File: src/cp0_defines.svh
`ifndef CP0_DEFINES_SVH
`define CP0_DEFINES_SVH

// Datapath and field widths
`define CP0_DATA_W          32
`define CP0_EXT_INT_W       6
`define CP0_IM_W            8
`define CP0_EXC_W           5

// Reset values and constants
`define CP0_STATUS_BEV_RST  1'b1
`define CP0_PC_STEP         4

// Status bit positions
`define CP0_STATUS_CU0      28
`define CP0_STATUS_BEV      22
`define CP0_STATUS_IM_HI    15
`define CP0_STATUS_IM_LO    8
`define CP0_STATUS_UM       4
`define CP0_STATUS_ERL      2
`define CP0_STATUS_EXL      1
`define CP0_STATUS_IE       0

// Cause bit positions
`define CP0_CAUSE_BD        31
`define CP0_CAUSE_TI        30
`define CP0_CAUSE_IP_HI     15
`define CP0_CAUSE_IP_LO     8
`define CP0_CAUSE_EXC_HI    6
`define CP0_CAUSE_EXC_LO    2

`endif

File: src/cp0_pkg.sv
`include "cp0_defines.svh"

package cp0_pkg;

    // CP0 register address, {rd, sel}
    typedef enum logic [7:0] {
        BADVADDR = 8'h40,
        COUNT    = 8'h48,
        COMPARE  = 8'h58,
        STATUS   = 8'h60,
        CAUSE    = 8'h68,
        EPC      = 8'h70
    } cp0_reg_e;

    // Exception type as reported by the memory stage
    typedef enum logic [`CP0_EXC_W-1:0] {
        EXC_NONE = 5'd0,
        EXC_INT  = 5'd1,
        EXC_ADEL = 5'd2,
        EXC_ADES = 5'd3,
        EXC_SYS  = 5'd4,
        EXC_BP   = 5'd5,
        EXC_RI   = 5'd6,
        EXC_OV   = 5'd7
    } exc_type_e;

    // Architectural Cause.ExcCode
    typedef enum logic [`CP0_EXC_W-1:0] {
        CODE_INT  = 5'd0,
        CODE_ADEL = 5'd4,
        CODE_ADES = 5'd5,
        CODE_SYS  = 5'd8,
        CODE_BP   = 5'd9,
        CODE_RI   = 5'd10,
        CODE_OV   = 5'd12,
        CODE_NONE = 5'd31
    } exc_code_e;

endpackage

File: src/cp0_access_decode.sv
`timescale 1ns/10ps

module cp0_access_decode (
    input  logic               valid,
    input  logic               inst_mtc0,
    input  logic               inst_eret,
    input  logic               ex,
    input  logic [4:0]         rd,
    input  logic [2:0]         sel,
    output cp0_pkg::cp0_reg_e  reg_sel,
    output logic               status_we,
    output logic               cause_we,
    output logic               count_we,
    output logic               compare_we,
    output logic               epc_we,
    output logic               exc_commit,
    output logic               eret_flush
);

    logic mtc0_ok; // MTC0 that is allowed to retire

    assign reg_sel = cp0_pkg::cp0_reg_e'({rd, sel}); // Same address space for MTC0 and MFC0

    assign mtc0_ok = valid && inst_mtc0 && !ex;

    // One-hot write strobes
    assign status_we  = mtc0_ok && (reg_sel == cp0_pkg::STATUS);
    assign cause_we   = mtc0_ok && (reg_sel == cp0_pkg::CAUSE);
    assign count_we   = mtc0_ok && (reg_sel == cp0_pkg::COUNT);
    assign compare_we = mtc0_ok && (reg_sel == cp0_pkg::COMPARE);
    assign epc_we     = mtc0_ok && (reg_sel == cp0_pkg::EPC);

    assign exc_commit = valid && ex;
    assign eret_flush = valid && inst_eret && !ex; // Pipeline flush in the same cycle

endmodule

File: src/cp0_status.sv
`timescale 1ns/10ps
`include "cp0_defines.svh"

module cp0_status (
    input  logic                   clk,
    input  logic                   reset,
    input  logic                   status_we,
    input  logic                   exc_commit,
    input  logic                   eret_flush,
    input  logic [`CP0_DATA_W-1:0] wdata,
    output logic                   cu0,
    output logic                   bev,
    output logic                   um,
    output logic                   erl,
    output logic                   exl,
    output logic                   ie,
    output logic [`CP0_IM_W-1:0]   im
);

    // Software-only fields
    always_ff @(posedge clk) begin
        if (reset) begin
            cu0 <= 1'b0;
            bev <= `CP0_STATUS_BEV_RST; // Boot vectors after reset
            im  <= '0;
            um  <= 1'b0;
            erl <= 1'b0;
            ie  <= 1'b0;
        end else if (status_we) begin
            cu0 <= wdata[`CP0_STATUS_CU0];
            bev <= wdata[`CP0_STATUS_BEV];
            im  <= wdata[`CP0_STATUS_IM_HI:`CP0_STATUS_IM_LO];
            um  <= wdata[`CP0_STATUS_UM];
            erl <= wdata[`CP0_STATUS_ERL];
            ie  <= wdata[`CP0_STATUS_IE];
        end
    end

    // EXL is the exception-level state
    always_ff @(posedge clk) begin
        if (reset) begin
            exl <= 1'b0;
        end else if (exc_commit) begin
            exl <= 1'b1; // Enter exception level
        end else if (eret_flush) begin
            exl <= 1'b0; // Return from handler
        end else if (status_we) begin
            exl <= wdata[`CP0_STATUS_EXL];
        end
    end

endmodule

File: src/cp0_timer.sv
`timescale 1ns/10ps
`include "cp0_defines.svh"

module cp0_timer (
    input  logic                   clk,
    input  logic                   reset,
    input  logic                   count_we,
    input  logic                   compare_we,
    input  logic [`CP0_DATA_W-1:0] wdata,
    output logic [`CP0_DATA_W-1:0] count,
    output logic [`CP0_DATA_W-1:0] compare,
    output logic                   timer_irq
);

    logic tick; // Half-rate phase for Count
    logic count_hit;

    assign count_hit = (count == compare);

    always_ff @(posedge clk) begin
        if (reset) begin
            tick <= 1'b0;
        end else begin
            tick <= ~tick; // Free running, MTC0 leaves the phase alone
        end
    end

    always_ff @(posedge clk) begin
        if (reset) begin
            count <= '0;
        end else if (count_we) begin
            count <= wdata;
        end else if (tick) begin
            count <= count + 1'b1;
        end
    end

    always_ff @(posedge clk) begin
        if (reset) begin
            compare <= '0;
        end else if (compare_we) begin
            compare <= wdata;
        end
    end

    // Sticky TI, the Compare write acknowledges it
    always_ff @(posedge clk) begin
        if (reset) begin
            timer_irq <= 1'b0;
        end else if (compare_we) begin
            timer_irq <= 1'b0; // Clear beats set
        end else if (count_hit) begin
            timer_irq <= 1'b1;
        end
    end

endmodule

File: src/cp0_cause.sv
`timescale 1ns/10ps
`include "cp0_defines.svh"

module cp0_cause (
    input  logic                     clk,
    input  logic                     reset,
    input  logic                     cause_we,
    input  logic                     exc_commit,
    input  logic                     bd,
    input  logic                     exl,
    input  logic                     timer_irq,
    input  cp0_pkg::exc_type_e       exc_type,
    input  logic [`CP0_EXT_INT_W-1:0] ext_int,
    input  logic [`CP0_DATA_W-1:0]   wdata,
    output logic                     cause_bd,
    output logic [`CP0_IM_W-1:0]     cause_ip,
    output cp0_pkg::exc_code_e       exc_code
);

    cp0_pkg::exc_code_e code_map; // ExcCode for the reported type

    always_comb begin
        case (exc_type)
            cp0_pkg::EXC_INT:  code_map = cp0_pkg::CODE_INT;
            cp0_pkg::EXC_ADEL: code_map = cp0_pkg::CODE_ADEL;
            cp0_pkg::EXC_ADES: code_map = cp0_pkg::CODE_ADES;
            cp0_pkg::EXC_SYS:  code_map = cp0_pkg::CODE_SYS;
            cp0_pkg::EXC_BP:   code_map = cp0_pkg::CODE_BP;
            cp0_pkg::EXC_RI:   code_map = cp0_pkg::CODE_RI;
            cp0_pkg::EXC_OV:   code_map = cp0_pkg::CODE_OV;
            default:           code_map = cp0_pkg::CODE_NONE;
        endcase
    end

    always_ff @(posedge clk) begin
        if (reset) begin
            exc_code <= cp0_pkg::CODE_NONE;
        end else if (exc_commit) begin
            exc_code <= code_map; // Nested exceptions still update the code
        end
    end

    // BD only describes the first exception
    always_ff @(posedge clk) begin
        if (reset) begin
            cause_bd <= 1'b0;
        end else if (exc_commit && !exl) begin
            cause_bd <= bd;
        end
    end

    // Hardware pending bits, sampled every cycle
    always_ff @(posedge clk) begin
        if (reset) begin
            cause_ip[`CP0_IM_W-1:2] <= '0;
        end else begin
            cause_ip[7]   <= ext_int[5] | timer_irq; // Timer shares IP7
            cause_ip[6:2] <= ext_int[4:0];
        end
    end

    // Software interrupt bits
    always_ff @(posedge clk) begin
        if (reset) begin
            cause_ip[1:0] <= 2'b00;
        end else if (cause_we) begin
            cause_ip[1:0] <= wdata[`CP0_CAUSE_IP_LO+1:`CP0_CAUSE_IP_LO];
        end
    end

endmodule

File: src/cp0_exc_capture.sv
`timescale 1ns/10ps
`include "cp0_defines.svh"

module cp0_exc_capture (
    input  logic                   clk,
    input  logic                   reset,
    input  logic                   exc_commit,
    input  logic                   epc_we,
    input  logic                   bd,
    input  logic                   exl,
    input  cp0_pkg::exc_type_e     exc_type,
    input  logic [`CP0_DATA_W-1:0] pc,
    input  logic [`CP0_DATA_W-1:0] wdata,
    output logic [`CP0_DATA_W-1:0] epc,
    output logic [`CP0_DATA_W-1:0] badvaddr
);

    logic [`CP0_DATA_W-1:0] epc_entry; // Restart address of the faulting instruction
    logic                   pc_misaligned;

    // In a delay slot the handler must restart at the branch
    assign epc_entry     = bd ? (pc - `CP0_PC_STEP) : pc;
    assign pc_misaligned = (pc[1:0] != 2'b00);

    always_ff @(posedge clk) begin
        if (reset) begin
            epc <= '0;
        end else if (exc_commit && !exl) begin
            epc <= epc_entry;
        end else if (epc_we) begin
            epc <= wdata;
        end
    end

    // Read-only to software
    always_ff @(posedge clk) begin
        if (reset) begin
            badvaddr <= '0;
        end else if (exc_commit) begin
            if (exc_type == cp0_pkg::EXC_ADES) begin
                badvaddr <= wdata; // Store address from the ALU
            end else if (exc_type == cp0_pkg::EXC_ADEL) begin
                badvaddr <= pc_misaligned ? pc : wdata; // Fetch fault or load fault
            end
        end
    end

endmodule

File: src/cp0_read_mux.sv
`timescale 1ns/10ps
`include "cp0_defines.svh"

module cp0_read_mux (
    input  cp0_pkg::cp0_reg_e      reg_sel,
    input  logic                   cu0,
    input  logic                   bev,
    input  logic [`CP0_IM_W-1:0]   im,
    input  logic                   um,
    input  logic                   erl,
    input  logic                   exl,
    input  logic                   ie,
    input  logic                   cause_bd,
    input  logic                   timer_irq,
    input  logic [`CP0_IM_W-1:0]   cause_ip,
    input  cp0_pkg::exc_code_e     exc_code,
    input  logic [`CP0_DATA_W-1:0] count,
    input  logic [`CP0_DATA_W-1:0] compare,
    input  logic [`CP0_DATA_W-1:0] epc,
    input  logic [`CP0_DATA_W-1:0] badvaddr,
    output logic [`CP0_DATA_W-1:0] rdata
);

    always_comb begin
        rdata = '0; // Reserved bits and unimplemented registers
        case (reg_sel)
            cp0_pkg::BADVADDR: rdata = badvaddr;
            cp0_pkg::COUNT:    rdata = count;
            cp0_pkg::COMPARE:  rdata = compare;
            cp0_pkg::EPC:      rdata = epc;
            cp0_pkg::STATUS: begin
                rdata[`CP0_STATUS_CU0]                      = cu0;
                rdata[`CP0_STATUS_BEV]                      = bev;
                rdata[`CP0_STATUS_IM_HI:`CP0_STATUS_IM_LO]  = im;
                rdata[`CP0_STATUS_UM]                       = um;
                rdata[`CP0_STATUS_ERL]                      = erl;
                rdata[`CP0_STATUS_EXL]                      = exl;
                rdata[`CP0_STATUS_IE]                       = ie;
            end
            cp0_pkg::CAUSE: begin
                rdata[`CP0_CAUSE_BD]                        = cause_bd;
                rdata[`CP0_CAUSE_TI]                        = timer_irq;
                rdata[`CP0_CAUSE_IP_HI:`CP0_CAUSE_IP_LO]    = cause_ip;
                rdata[`CP0_CAUSE_EXC_HI:`CP0_CAUSE_EXC_LO]  = exc_code;
            end
            default: rdata = '0;
        endcase
    end

endmodule

File: src/cp0_top.sv
`timescale 1ns/10ps
`include "cp0_defines.svh"

module cp0_top (
    input  logic                      clk,
    input  logic                      reset,
    input  logic                      valid,
    input  logic                      inst_mtc0,
    input  logic                      inst_eret,
    input  logic                      ex,
    input  logic                      bd,
    input  logic [4:0]                rd,
    input  logic [2:0]                sel,
    input  logic [`CP0_DATA_W-1:0]    wdata,
    input  logic [`CP0_DATA_W-1:0]    pc,
    input  cp0_pkg::exc_type_e        exc_type,
    input  logic [`CP0_EXT_INT_W-1:0] ext_int,
    output logic [`CP0_DATA_W-1:0]    rdata,
    output logic                      eret_flush,
    output logic [`CP0_DATA_W-1:0]    epc,
    output logic                      status_ie,
    output logic                      status_exl,
    output logic [`CP0_IM_W-1:0]      status_im,
    output logic [`CP0_IM_W-1:0]      cause_ip,
    output logic                      cause_ti
);

    cp0_pkg::cp0_reg_e      reg_sel;
    logic                   status_we;
    logic                   cause_we;
    logic                   count_we;
    logic                   compare_we;
    logic                   epc_we;
    logic                   exc_commit;
    logic                   cu0;
    logic                   bev;
    logic                   um;
    logic                   erl;
    logic                   cause_bd;
    cp0_pkg::exc_code_e     exc_code;
    logic [`CP0_DATA_W-1:0] count;
    logic [`CP0_DATA_W-1:0] compare;
    logic [`CP0_DATA_W-1:0] badvaddr;

    cp0_access_decode cp0_access_decode_inst (
        .valid      (valid),
        .inst_mtc0  (inst_mtc0),
        .inst_eret  (inst_eret),
        .ex         (ex),
        .rd         (rd),
        .sel        (sel),
        .reg_sel    (reg_sel),
        .status_we  (status_we),
        .cause_we   (cause_we),
        .count_we   (count_we),
        .compare_we (compare_we),
        .epc_we     (epc_we),
        .exc_commit (exc_commit),
        .eret_flush (eret_flush)
    );

    cp0_status cp0_status_inst (
        .clk        (clk),
        .reset      (reset),
        .status_we  (status_we),
        .exc_commit (exc_commit),
        .eret_flush (eret_flush),
        .wdata      (wdata),
        .cu0        (cu0),
        .bev        (bev),
        .um         (um),
        .erl        (erl),
        .exl        (status_exl),
        .ie         (status_ie),
        .im         (status_im)
    );

    cp0_timer cp0_timer_inst (
        .clk        (clk),
        .reset      (reset),
        .count_we   (count_we),
        .compare_we (compare_we),
        .wdata      (wdata),
        .count      (count),
        .compare    (compare),
        .timer_irq  (cause_ti)
    );

    cp0_cause cp0_cause_inst (
        .clk        (clk),
        .reset      (reset),
        .cause_we   (cause_we),
        .exc_commit (exc_commit),
        .bd         (bd),
        .exl        (status_exl),
        .timer_irq  (cause_ti),
        .exc_type   (exc_type),
        .ext_int    (ext_int),
        .wdata      (wdata),
        .cause_bd   (cause_bd),
        .cause_ip   (cause_ip),
        .exc_code   (exc_code)
    );

    cp0_exc_capture cp0_exc_capture_inst (
        .clk        (clk),
        .reset      (reset),
        .exc_commit (exc_commit),
        .epc_we     (epc_we),
        .bd         (bd),
        .exl        (status_exl),
        .exc_type   (exc_type),
        .pc         (pc),
        .wdata      (wdata),
        .epc        (epc),
        .badvaddr   (badvaddr)
    );

    cp0_read_mux cp0_read_mux_inst (
        .reg_sel    (reg_sel),
        .cu0        (cu0),
        .bev        (bev),
        .im         (status_im),
        .um         (um),
        .erl        (erl),
        .exl        (status_exl),
        .ie         (status_ie),
        .cause_bd   (cause_bd),
        .timer_irq  (cause_ti),
        .cause_ip   (cause_ip),
        .exc_code   (exc_code),
        .count      (count),
        .compare    (compare),
        .epc        (epc),
        .badvaddr   (badvaddr),
        .rdata      (rdata)
    );

endmodule

File: config.mk
export PLATFORM = sky130hd
export DESIGN_NAME = cp0_top
export DESIGN_NICKNAME = d
export VERILOG_FILES = /design/src/cp0_pkg.sv /design/src/cp0_access_decode.sv /design/src/cp0_status.sv /design/src/cp0_timer.sv /design/src/cp0_cause.sv /design/src/cp0_exc_capture.sv /design/src/cp0_read_mux.sv /design/src/cp0_top.sv
export VERILOG_INCLUDE_DIRS = /design/src
export SDC_FILE = /design/constraint.sdc
export NUM_CORES = 1
export LEC_CHECK = 0
export BUFFER_PORTS_ARGS = -buffer_cell sky130_fd_sc_hd__buf_2
export CORE_MARGIN = 2
export CORE_UTILIZATION = 35
export CTS_CLUSTER_DIAMETER = 120
export DETAILED_ROUTE_END_ITERATION = 7
export GPL_TIMING_DRIVEN = 0
export PLACE_DENSITY = 0.63
export SYNTH_ARGS = -nofsm -noshare
export SYNTH_HDL_FRONTEND = slang
export SYNTH_SLANG_ARGS = --single-unit
export TNS_END_PERCENT = 5
File: constraint.sdc
create_clock -name clk -period 3.85 [get_ports clk]
set_input_delay 1.155 -clock clk [delete_from_list [all_inputs] [get_ports clk]]
set_output_delay 1.155 -clock clk [all_outputs]
set_load 0.03 [all_outputs]
Word level (Yosys, flattened, before mapping). Index checks and enable logic that the tools add are counted.

Output and inout bits: 84. Bits in registers: 158. Bits of input ports: 90. Word-level logic and storage cells: 80.

Bitwise operators: 2. Reductions and logical operators: 20. Equality and inequality tests: 14. Mux-type cells: 25. Add/subtract/negate cells: 2.

Operators with widths (number): $mux W32 (8); $eq A8 B7 Y1 const B (6); $pmux W8 S6 (1); $pmux W5 S7 (1); $add A32 B1 Y32 const B (1); $eq A32 B32 Y1 (1); $sub A32 B3 Y32 const B (1); $pmux W2 S5 (3); $pmux W6 S4 (1); $eq A5 B3 Y1 const B (4); $pmux W5 S4 (1); $pmux W1 S5 (3); $pmux W1 S6 (2); $logic_and A1 B1 Y1 (11); $eq A5 B2 Y1 const B (2); $pmux W1 S4 (2); $reduce_bool A2 Y1 (4); $eq A5 B1 Y1 const B (1); $mux W1 (3); $reduce_bool A3 Y1 (1); $logic_not A1 Y1 (2); $reduce_and A2 Y1 (1); $reduce_or A2 Y1 (1); $not A1 Y1 (1); $or A1 B1 Y1 (1).

Longest topological paths before layout. Gate-level depths: netlist of run 1.

Word-level depth: 6. Depth in mapped cells: 9. Mapped depth without buffers: 7.

Cells and area by module. From an unflattened synthesis of run 1, not the netlist that was laid out.

Cells, all modules: 1070. Area, all modules: 9527.9 sq um.

Modules (own cells, without submodules): cp0_timer (area an instance 3500.9 sq um, instances 1, seq. area each 1321.3 sq um, cells an instance 382); cp0_exc_capture (area an instance 3458.3 sq um, instances 1, seq. area each 1281.2 sq um, cells an instance 385); cp0_read_mux (area an instance 1411.4 sq um, instances 1, seq. area each 0.0 sq um, cells an instance 187); cp0_status (area an instance 520.5 sq um, instances 1, seq. area each 280.3 sq um, cells an instance 46); cp0_cause (area an instance 480.5 sq um, instances 1, seq. area each 280.3 sq um, cells an instance 49); cp0_access_decode (area an instance 156.4 sq um, instances 1, seq. area each 0.0 sq um, cells an instance 21).

Worst setup path before layout of run 1. Ideal clock, no wire load.

Kind: input port to output port. Start point: input port sel[0]. End point: output port rdata[10]. Setup slack: -0.322 ns. Arrival time: 3.017 ns. Required time: 2.695 ns. Buffers on the path: 1. Stages on the path: 6. Cell sequence: nor4b_2 > nand2_1 > nor3_1 > clkbuf_1 > a21oi_1 > o21ai_0.

Cells in the longest elaborated chain, start to end: 2. Elaborated cells on any way between the ends: 7. Classes of those cells: eq/ne: 6; mux: 1.

Ends and longest elaborated chain: from (decl) (RTL line cp0_top.sv:13) `input logic [2:0] sel,`; $eq A8 B7 Y1 (RTL line cp0_read_mux.sv:26) `case (reg_sel)`; $pmux W8 S6 * (RTL line cp0_read_mux.sv:26); to (decl) (RTL line cp0_top.sv:18) `` output logic [`CP0_DATA_W-1:0] rdata, ``.

Every way passes the cells marked *; elsewhere a longest branch is shown, timed or not.

Worst setup path after layout of run 1.
Start point: input port rd[4]. End point: output port rdata[4].

Cells in the longest elaborated chain, start to end: 2. Elaborated cells on any way between the ends: 7. Classes of those cells: eq/ne: 6; mux: 1.

Ends and longest elaborated chain: from (decl) (RTL line cp0_top.sv:12) `input logic [4:0] rd,`; $eq A8 B7 Y1 (RTL line cp0_read_mux.sv:26); $pmux W1 S6 * (RTL line cp0_read_mux.sv:26).

Marked as above.

==> results of run 1 <==
==> sequential cells by signal, indices dropped and copies added (netlist names) <==
name	cells
cp0_cause_inst.cause_bd	1
cp0_cause_inst.cause_ip	8
cp0_cause_inst.exc_code	5
cp0_exc_capture_inst.badvaddr	32
cp0_exc_capture_inst.epc	32
cp0_status_inst.bev	1
cp0_status_inst.cu0	1
cp0_status_inst.erl	1
cp0_status_inst.exl	1
cp0_status_inst.ie	1
cp0_status_inst.im	8
cp0_status_inst.um	1
cp0_timer_inst.compare	32
cp0_timer_inst.count	32
cp0_timer_inst.tick	1
cp0_timer_inst.timer_irq	1
==> kinds of logic (layout without fill, tap and decap cells) <==
kind of cell | after synthesis | in the layout
DFF | 158 | 158
muxes | 68 | 68
and+or+nand+nor | 412 | 412
buffers and inverters | 97 | 304
adders and majority gates | 2 | 2
AOI/OAI and AO/OA | 254 | 254
other | 0 | 1
xor gates and xnor gates | 85 | 85
==> layer usage <==
layer | wire length [um] | vias to the layer above
met1 | 15800 | 4555
met3 | 4430 | 104
met2 | 16700 | 621
li1 | - | 4297
met5 | 0 | -
met4 | 1920 | 0
==> layout make-up <==
| cell class | instances | area [um^2] |
|---|---|---|
| Antenna cell | 1 | 2.50 |
| Buffer | 90 | 450 |
| Clock buffer | 21 | 470 |
| Clock inverter | 11 | 131 |
| Fill cell | 2492 | 13400 |
| Inverter | 6 | 22.5 |
| Multi-Input combinational cell | 821 | 5290 |
| Sequential cell | 158 | 3160 |
| Tap cell | 324 | 405 |
| Timing Repair Buffer | 176 | 1020 |
==> critical path, stage by stage <==
cell	delay, ns
buf_2	0.12
nor4b_4	0.26
buf_4	0.18
nand2_2	0.11
nor3_4	0.18
buf_12	0.15
buf_6	0.15
a21oi_1	0.07
o21ai_0	0.11
buf_4	0.22
==> report_power, final <==
part	switching (mW)	total (mW)	leakage (nW)	internal, mW
Sequential	0.0407	1.71	1.28	1.67
Clock	0.759	1.77	0.287	1.01
Combinational	0.330	0.491	2.53	0.161
==> per-stage QoR <==
| step | hold slack [ns] | setup slack (ns) | setup TNS, ns | instances | utilization (%) |
|---|---|---|---|---|---|
| 2_1_floorplan | 0.426 | -0.196 | -3.35 | 1076 | - |
| 3_3_place_gp | 0.453 | -1.42 | -42.25 | 1569 | 41.0 |
| 3_5_place_dp | 0.456 | -1.42 | -43.50 | 1569 | 41.0 |
| 4_1_cts | 0.465 | -0.00973 | -0.0205 | 1605 | 44.2 |
| 5_1_grt | 0.494 | -0.0457 | -0.317 | 1607 | 44.9 |
| 6_report | 0.471 | -0.00271 | -0.00271 | 1608 | 44.9 |
==> what timing repair did <==
item	CTS	global route
pin swaps	2	1
resized for setup	57	67
cloned	0	1
endpoints found under the setup margin	32	32
buffers inserted	5	1
==> synthesized netlist by cell type, drive strengths merged <==
master | n | area, um^2
or3 | 11 | 75.1
a211oi | 65 | 488
o311ai | 1 | 8.76
nand3b | 1 | 7.51
nand4b | 2 | 17.5
o221ai | 2 | 17.5
inv | 6 | 22.5
nand2 | 131 | 492
nor3 | 34 | 170
o21a | 2 | 15.0
a22oi | 48 | 360
a221o | 13 | 130
ha | 2 | 25.0
nor2b | 10 | 62.6
dfxtp | 158 | 3160
xnor2 | 61 | 534
a21o | 1 | 7.51
nor4b | 4 | 56.3
o311a | 1 | 10.0
a211o | 2 | 17.5
and3 | 11 | 68.8
a311oi | 10 | 87.6
mux2i | 54 | 541
and4 | 2 | 17.5
nand3 | 24 | 120
o22ai | 3 | 18.8
nand4 | 24 | 150
o211a | 1 | 10.0
a31oi | 9 | 56.3
a21oi | 53 | 265
or2 | 4 | 25.0
and3b | 2 | 17.5
clkbuf | 85 | 319
a2111oi | 6 | 67.6
nor4 | 19 | 144
o31a | 3 | 27.5
o21ai | 34 | 170
mux2 | 14 | 158
buf | 6 | 30.0
nor2 | 126 | 473
or4 | 4 | 37.5
nor4bb | 1 | 10.0
and2 | 2 | 12.5
xor2 | 24 | 210
==> worst max path at each step <==
stage	from	end	depth (start not counted)
finish	rd[4]	rdata[4]	10
global route	rd[4]	rdata[16]	8
CTS	rd[4]	rdata[5]	8
detailed placement	rd[0]	rdata[22]	9
global placement	rd[0]	rdata[22]	9
floorplan	rd[0]	rdata[2]	6
==> results by group, run 1 <==
Setup path
  – Setup CP Type: in2out
  – Reg2reg start: cp0_timer_inst.count[3]
  – Worst Setup End Kind: output port
  – R2r setup slk: 0.88 ns
  – Type of origin of the critical path: input pin
  – Arrival time worst endpoint: 2.70 ns
  – Crit Path Max Fanout: 7
  – Worst R2R End: cp0_timer_inst.count[29]
  – Worst Path Required: 2.69 ns
  – FF-to-FF path depth: 7

Timing
  – Setup Viol. Count Final: 1
  – Worst-margin pin slew: 1.09 ns
  – Clock skew: 0.0108 ns
  – RSZ-0062 raised after global routing: true
  – Fmax: 260 MHz
  – Tmin final: 3.85 ns
  – Final Hold Vio Count: 0
  – Period utilisation layout: 100%
  – Slew Viols, Final: 0
  – Max_slew headroom: 27.6%
  – Final WS setup: -0.00271 ns

Place
  – GP Congestion: 0.975
  – Buffers on Ports: 169
  – Area post-placement: 10,000 um^2
  – Dpl hpwl: 28,100 um

Global route
  – Initial antenna violation count: 2
  – GR peak layer: met2
  – GR Util met3: 7.07%
  – M2 GR Usage: 43.4%
  – Met1 Resource Use GR: 38.9%
  – Pin count of the biggest net entering global routing: 17
  – Total Routing Usage GR: 28.9%
  – First-pass GRT wire length: 56,100 um
  – Total grt overflow: 0
  – Vias in the first global route: 8,806

Floorplan
  – IO Count: 174
  – Die area: 26,200 um^2
  – Die H: 162 um
  – # rows: 57
  – Starting Density: 35.7%
  – Die width: 162 um
  – Core Area: 24,400 um^2

Run
  – Max capacitance violation total: 0

Clocking
  – CTS clk-pin slew, worst paths: 0.06 ns
  – Clock Sinks: 158
  – TritonCTS clock tree: done
  – Root Buffer: clkbuf_16
  – H-tree depth: 4
  – Max Root-Sink Buffers: 2
  – Total CTS buffers: 17
  – Number of hold buffers added after CTS: 0
  – Clock latency on the worst-skew pair: 0.45 ns

Synthesis
  – Post-synthesis simple-gate area fraction: 22.4%
  – Seq/Total Area, Yosys: 36.3%
  – Post-synthesis compound-gate area fraction: 20.2%
  – Synthesized cell area: 8720 um^2
  – Mapped Cells: 1,076
  – Largest family of logic cells by synthesized area: simple AND/OR/NAND/NOR gates
  – Synth Area in XOR/XNOR: 8.54%
  – Post-synthesis mux area share: 8.01%
  – Syn Area/Cell: 8.10 um^2
  – Mapped Nets: 1,168
  – Yosys cell types: 54
  – Adder-Cell Fraction of Synth Area: 0.287%
  – Synth warn: 0
  – Yosys reg bits: 158

Pwr
  – Worst vdd ir: 0.000247 V
  – Power per cell area: 363 nW/um^2
  – Overall power: 3.98 mW
  – P_leak: 4.10 nW

Route
  – Final ANT Viol Nets: 0
  – Initial DRT Pass Iterations: 7
  – First DRT Iteration DRCs: 1,199
  – Drt total wl: 38,800 um
  – Drc violations: 0
  – Vias: 9,577
  – WL/cell: 24.1 um
  – Vias/cell: 5.96

Status
  – Status: complete, but fails checks
  – Failing checks: negative setup slack

Worst hold path
  – Tightest Hold Check Type: reg2reg
  – Worst hold start: cp0_cause_inst.cause_bd
  – WHS Endpoint: cp0_cause_inst.cause_bd
  – Cells on Worst Hold Path: 2

Layout
  – Most common cell after layout, fill and taps aside: dfxtp_1
  – Finished Cell Area: 11,000 um^2
  – Commonest non-fill, non-tap cells in the layout: 158 x dfxtp_1, 149 x buf_2, 129 x nand2_1, 124 x nor2_1
  – Share of cells above drive strength 1: 21.9%
  – Nets: 1,362
  – Area delta synth->final: 25.6%
No activity file was read; power rests on OpenSTA's default activity.
==> run 2, diff against run 1 <==
- ABC_AREA: not set -> 1
- PLACE_DENSITY: 0.63 -> not set
- PLACE_DENSITY_LB_ADDON: not set -> 0.15
==> run 2 against run 1 <==
The run still ends with negative setup slack left. First-iteration DRC count fell by 7.5%. Largest cell class unchanged. Final cell count rose by 23%. Synthesized cell count rose by 34%.
==> results by group, run 2 <==
Status
  – Status: complete, but fails checks
  – Failing checks: negative setup slack

Synthesis
  – Cell with the most instances after synthesis: nand2_1
  – Syn Area/Cell: 6.47 um^2 (-20%)
  – Main synth FF type: dfxtp_1
  – Synth warn: 0 (unchanged)
  – Synth area leader: dfxtp_1
  – Synthesized cell area: 9300 um^2 (+6.7%)
  – Commonest cells post-synth: 332 x nand2_1, 166 x o21ai_0, 158 x dfxtp_1
  – Synth top area share: 34.0% (-2.3 points)
  – Largest cells by area after synthesis: dfxtp_1 34%, nand2_1 13%, o21ai_0 8.9%
  – Yosys reg bits: 158 (unchanged)
  – Mapped Cells: 1,437 (+34%)
  – Async set or reset register ratio after synthesis: 0% (unchanged)
  – Mapped Nets: 1,529 (+31%)
  – EDFF count, synth: 0 (unchanged)
  – Seq/Total Area, Yosys: 34.0% (-2.3 points)
  – Yosys cell types: 49 (-9.3%)

Pwr
  – Power share of the clock group: 44.6% (about the same)
  – Comb pwr share: 12.0% (-0.3 points)
  – Overall power: 3.95 mW (-0.68%)
  – Power per cell area: 343 nW/um^2 (-5.5%)
  – Seq pwr share: 43.4% (+0.3 points)
  – Internal power: 2.79 mW (-2.1%)
  – Sw frac: 29.4% (+1.0 points)
  – Switching pwr: 1.16 mW (+2.9%)
  – P_leak: 5.03 nW (+23%)
  – Worst vdd ir: 0.000315 V (+28%)

Route
  – Drt total wl: 41,500 um (+6.9%)
  – Drc violations: 0 (unchanged)
  – Initial DRT Pass Iterations: 5 (-2)
  – Vias: 10,700 (+12%)
  – First DRT Iteration DRCs: 1,109 (-7.5%)
  – Final ANT Viol Nets: 0 (unchanged)
  – Vias/cell: 5.40 (-9.4%)
  – WL/cell: 20.9 um (-13%)

Floorplan
  – Die width: 167 um (+3.2%)
  – IO Count: 174 (unchanged)
  – Die H: 167 um (+3.2%)
  – Die area: 27,900 um^2 (+6.5%)
  – # rows: 59 (+3.5%)
  – Starting Density: 35.7% (-0.045 points)
  – Core Area: 26,100 um^2 (+6.8%)

Clocking
  – Root Buffer: clkbuf_16
  – TritonCTS clock tree: done
  – H-tree depth: 4 (unchanged)
  – Clock latency on the worst-skew pair: 0.44 ns (about the same)
  – CTS clk-pin slew, worst paths: 0.07 ns (about the same)
  – Clock Sinks: 158 (unchanged)
  – Total CTS buffers: 17 (unchanged)
  – Max Root-Sink Buffers: 2 (unchanged)

Run
  – Max capacitance violation total: 0 (unchanged)

Global route
  – Total grt overflow: 0 (unchanged)
  – First-pass GRT wire length: 60,400 um (+7.6%)
  – Vias in the first global route: 9,870 (+12%)
  – Pin count of the biggest net entering global routing: 17 (unchanged)
  – Total Routing Usage GR: 28.7% (-0.27 points)
  – Initial antenna violation count: 0 (-2)

Setup path
  – Reg2reg start: cp0_timer_inst.count[1]
  – Setup CP Type: in2out
  – Worst R2R End: cp0_timer_inst.count[28]
  – Worst Setup SP: rd[4]
  – Type of origin of the critical path: input pin
  – CP Cell Sequence: buf_2 -> inv_1 -> nand2_4 -> nor3_4 -> buf_12 -> nand2_8 -> clkinvlp_4 -> buf_6 -> nand2_1 -> o2111ai_1 -> buf_4
  – Arrival time worst endpoint: 2.72 ns (+0.02 ns)
  – R2r setup slk: 1.73 ns (+0.85 ns)
  – CP max stage delay: 0.23 ns (-0.03 ns)
  – FF-to-FF path depth: 11 (+4)
  – Worst Setup End Kind: output port
  – Worst Path Required: 2.69 ns (about the same)
  – Worst Setup EP: rdata[16]
  – Crit Path Max Fanout: 10 (+3)
  – Slowest CP cell: buf_4

Layout
  – Register area: 3160 um^2 (unchanged)
  – Fillers: 2,830 (+14%)
  – Share of cells above drive strength 1: 18.1% (-3.8 points)
  – Area of the multi-input gates: 5340 um^2 (+0.95%)
  – Area delta synth->final: 23.8%
  – Nets: 1,728 (+27%)
  – N_diodes: 0 (-1)
  – Commonest non-fill, non-tap cells in the layout: 328 x nand2_1, 174 x buf_2, 161 x o21ai_0, 158 x dfxtp_1, 154 x inv_1
  – Most common cell after layout, fill and taps aside: nand2_1
  – Finished Cell Area: 11,500 um^2 (+5.1%)

Timing
  – Final Hold Vio Count: 0 (unchanged)
  – Fmax: 258 MHz (-0.65%)
  – Final WS setup: -0.0280 ns (-0.0253 ns)
  – Clock skew: 0.00681 ns (-0.00394 ns)
  – Setup Viol. Count Final: 2 (+1)
  – Tmin final: 3.88 ns (+0.0253 ns)
  – Slew Viols, Final: 0 (unchanged)
  – Hold_ws: 0.458 ns (-0.0137 ns)
  – Max_slew headroom: 35.4% (+7.7 points)
  – RSZ-0062 raised after global routing: true
  – Period utilisation layout: 101% (+0.66 points)
  – Worst-margin pin slew: 0.970 ns (-0.116 ns)

Worst hold path
  – Tightest Hold Check Type: reg2reg

Place
  – Buffers on Ports: 172 (+1.8%)
  – Dpl hpwl: 33,300 um (+19%)
  – GP Congestion: 0.962 (-1.3%)
  – Worst slack at placement: -0.547 ns (+0.870 ns)
  – Area post-placement: 10,600 um^2 (+5.8%)
[run 2: changes by cell type in the layout (fill, tap and decap cells not counted), sizes merged, moves of 33 or more]
| cell | previous run | this run |
|---|---|---|
| a211oi | 65 | 4 |
| a21oi | 53 | 140 |
| a22oi | 48 | 1 |
| clkbuf | 95 | 62 |
| inv | 9 | 170 |
| mux2i | 54 | 0 |
| nand2 | 131 | 339 |
| o21ai | 34 | 172 |
| xnor2 | 61 | 6 |
[run 2: layout make-up]
cell class                      instances  area share, %
Buffer                                 71           3.35
Sequential cell                       158           27.5
Timing Repair Buffer                  179           8.42
Clock inverter                         14           1.35
Tap cell                              335           3.64
Clock buffer                           18           3.82
Multi-Input combinational cell       1042           46.3
Inverter                              167           5.60
[run 2: through the flow]
step	util (%)	cells	TNS (ns)
after floorplan	-	1437	0
after global placement	40.6	1944	-9.51
after detailed placement	40.6	1944	-9.91
after CTS	43.2	1976	-0.162
after global routing	44.2	1984	-0.649
final	44.2	1984	-0.0539
[run 2: repair_timing]
action	4_1_cts	5_1_grt
hold buffers	0	0
gates cloned	0	1
pin swaps	1	5
gates resized for setup	35	55
endpoints found under the setup margin	32	30
buffers inserted	0	7
[run 2: worst max-delay path: cells and delay by family]
kind	cells	cell delay, ns
compound gates	1	0.19
buf+inv	6	0.91
simple gates	4	0.45
[run 2: worst min-delay path by stage]
stage,endpoint,slack (ns),from,cells after the start
global placement,cp0_cause_inst.exc_code[4],0.44,cp0_cause_inst.exc_code[4],2
floorplan,cp0_cause_inst.exc_code[4],0.43,cp0_cause_inst.exc_code[4],2
finish,cp0_cause_inst.exc_code[4],0.46,cp0_cause_inst.exc_code[4],2
detailed placement,cp0_cause_inst.exc_code[4],0.44,cp0_cause_inst.exc_code[4],2
global route,cp0_cause_inst.exc_code[4],0.49,cp0_cause_inst.exc_code[4],2
CTS,cp0_cause_inst.exc_code[4],0.45,cp0_cause_inst.exc_code[4],2
[run 2: cell families after synthesis]
family / synth area share (%)
AND/OR/NAND/NOR: 27.3
XOR/XNOR: 4.90
AO/OA/AOI/OAI: 23.2
buffers and inverters: 10.3
flip-flops: 34.0
adder cells (fa/ha/maj): 0.269
[run 2: power groups by stage]
stage | Clock (mW) | Sequential, mW | Combinational (mW)
finish | 1.76 | 1.71 | 0.474
detailed placement | 0 | 1.75 | 0.455
floorplan | 0 | 1.79 | 0.190
CTS | 1.76 | 1.71 | 0.458
global route | 1.82 | 1.71 | 0.507
global placement | 0 | 1.75 | 0.453
[run 2: layer usage]
metal	share of wire, %	wire length [um]	vias to the layer above	GRT usage (%)
met5	0	0	-	0
met4	2.7	1130	0	9.75
met3	7.9	3290	67	4.21
met2	46	19000	463	46.5
met1	44	18000	5000	39.0
li1	-	-	5175	-
==> run 3, diff against run 2 <==
- SKIP_LAST_GASP: not set -> 1
==> run 3 against run 2 <==
The flow still finishes with violations (negative setup slack). Largest power group unchanged. Via count increased by 0.32%. Total power decreased by 0.17%. Flip-flop and latch count unchanged. Sequential power about the same. Clock-buffer cell count unchanged. Critical path type unchanged. Combinational power about the same.
==> results by group, run 3 (synthesized netlist as in run 2, its figures left out) <==
Timing
  – Max_slew headroom: 34.6% (-0.76 points)
  – Final Hold Vio Count: 0 (unchanged)
  – Slew Viols, Final: 0 (unchanged)
  – Post-route setup TNS: -0.0490 ns (+0.00492 ns)
  – Final WS setup: -0.0182 ns (+0.00985 ns)
  – Worst-margin pin slew: 0.981 ns (+0.0114 ns)
  – Period utilisation layout: 100% (-0.26 points)
  – Fmax: 259 MHz (+0.25%)
  – RSZ-0062 raised after global routing: true
  – Tmin final: 3.87 ns (-0.00985 ns)
  – Clock skew: 0.00594 ns (-0.000867 ns)
  – Setup Viol. Count Final: 3 (+1)

Global route
  – First-pass GRT wire length: 60,400 um (about the same)
  – Pin count of the biggest net entering global routing: 17 (unchanged)
  – Total grt overflow: 0 (unchanged)
  – Initial antenna violation count: 0 (unchanged)
  – Total Routing Usage GR: 28.7% (about the same)
  – Vias in the first global route: 9,857 (-0.13%)

Floorplan
  – Die area: 27,900 um^2 (unchanged)
  – Core Area: 26,100 um^2 (unchanged)
  – # rows: 59 (unchanged)
  – IO Count: 174 (unchanged)
  – Die H: 167 um (unchanged)
  – Starting Density: 35.7% (unchanged)
  – Die width: 167 um (unchanged)

Pwr
  – Worst vdd ir: 0.000320 V (+1.6%)
  – P_leak: 5.03 nW (about the same)
  – Overall power: 3.94 mW (-0.17%)
  – Power per cell area: 344 nW/um^2 (+0.35%)

Route
  – Routed length on met1: 18,200 um (+0.60%)
  – First DRT Iteration DRCs: 1,054 (-5.0%)
  – WL/cell: 20.9 um (-0.18%)
  – Top Layer Used: met4
  – Drt total wl: 41,400 um (-0.13%)
  – Initial DRT Pass Iterations: 5 (unchanged)
  – Drc violations: 0 (unchanged)
  – DR WL met3: 3140 um (-4.7%)
  – Vias/cell: 5.41 (+0.27%)
  – Final ANT Viol Nets: 0 (unchanged)
  – Vias: 10,700 (+0.32%)
  – Metal2 WL: 18,900 um (-0.22%)

Layout
  – Commonest non-fill, non-tap cells in the layout: 328 x nand2_1, 175 x buf_2, 163 x o21ai_0, 158 x dfxtp_1, 154 x inv_1
  – Area delta synth->final: 23.1%
  – Share of cells above drive strength 1: 18.0% (-0.13 points)
  – Most common cell after layout, fill and taps aside: nand2_1
  – Nets: 1,729 (+0.058%)
  – N_diodes: 0 (unchanged)
  – Final non-filler cell total: 1,985 (+0.050%)

Clocking
  – Root Buffer: clkbuf_16
  – Max Root-Sink Buffers: 2 (unchanged)
  – Clock Sinks: 158 (unchanged)
  – Clock latency on the worst-skew pair: 0.44 ns (about the same)
  – TritonCTS clock tree: done
  – CTS clk-pin slew, worst paths: 0.07 ns (about the same)
  – Total CTS buffers: 17 (unchanged)
  – H-tree depth: 4 (unchanged)

Setup path
  – Worst Setup End Kind: output port
  – Crit Path Max Fanout: 10 (unchanged)
  – CP max stage delay: 0.37 ns (+0.14 ns)
  – Arrival time worst endpoint: 2.71 ns (about the same)
  – Slowest CP cell: o2111ai_1
  – CP Cell Sequence: buf_2 -> inv_1 -> nor3_2 -> nand2_4 -> clkbuf_2 -> o2111ai_1 -> buf_4
  – Worst Path Required: 2.69 ns (about the same)
  – Setup CP Type: in2out
  – Type of origin of the critical path: input pin

Place
  – DP Cell Count: 1,944 (unchanged)
  – Buffers on Ports: 172 (unchanged)
  – Dpl hpwl: 33,300 um (unchanged)
  – GP Congestion: 0.962 (unchanged)

Status
  – Status: complete, but fails checks
  – Failing checks: negative setup slack

Worst hold path
  – Tightest Hold Check Type: reg2reg

Run
  – Max capacitance violation total: 0 (unchanged)
run 3: worst max-delay path: cells and delay by family:
family	cells	cell delay, ns
compound gates	1	0.37
buf+inv	4	0.79
simple gates	2	0.40
run 3: path summary, 6_finish.rpt:
| path | end | depth (start not counted) | slack [ns] | start |
|---|---|---|---|---|
| setup / recovery | rdata[16] | 7 | -0.02 | rd[1] |
| hold / removal | cp0_cause_inst.exc_code[4] | 2 | 0.46 | cp0_cause_inst.exc_code[4] |
| setup reg to reg | cp0_timer_inst.count[28] | 11 | 1.75 | cp0_timer_inst.count[1] |
| hold reg to reg | cp0_cause_inst.exc_code[4] | 2 | 0.46 | cp0_cause_inst.exc_code[4] |
run 3: what timing repair did:
item	4_1_cts	5_1_grt
endpoints found under the setup margin	32	32
hold buffers	0	0
gates resized for setup	27	53
pin swaps	0	9
setup buffers	0	8
cloned	0	1
run 3: area by class of cell:
cell class / instances / area [um^2]
buffer: 71 / 379
multi-input combinational: 1042 / 5300
fill: 2841 / 14600
tap: 335 / 419
clock buffer: 18 / 439
clock inverter: 14 / 155
sequential: 158 / 3160
inverter: 167 / 642
timing repair buffer: 180 / 951
run 3: through the flow:
step / area [um^2] / hold WS (ns) / setup slack [ns] / utilization [%]
6_report: 11500 / 0.457 / -0.0182 / 43.9
5_1_grt: 11500 / 0.489 / -0.0501 / 43.9
4_1_cts: 11200 / 0.455 / -0.0928 / 43.1
3_5_place_dp: 10600 / 0.443 / -0.547 / 40.6
3_3_place_gp: 10600 / 0.442 / -0.509 / 40.6
2_1_floorplan: 9300 / 0.426 / 0.172 / -
run 3: report_power, final:
group          leakage, nW  internal (mW)  total, mW  switching [mW]
combinational         3.46          0.129      0.473           0.344
sequential            1.28           1.67       1.71          0.0403
clock                0.288          0.985       1.76           0.773
total                 5.03           2.79       3.94            1.16
run 3: routing by layer:
metal  global-route usage [%]  up-vias
li1                         -     5175
met4                     9.86        0
met1                     39.3     5015
met2                     46.5      476
met3                     3.75       73
met5                        0        -
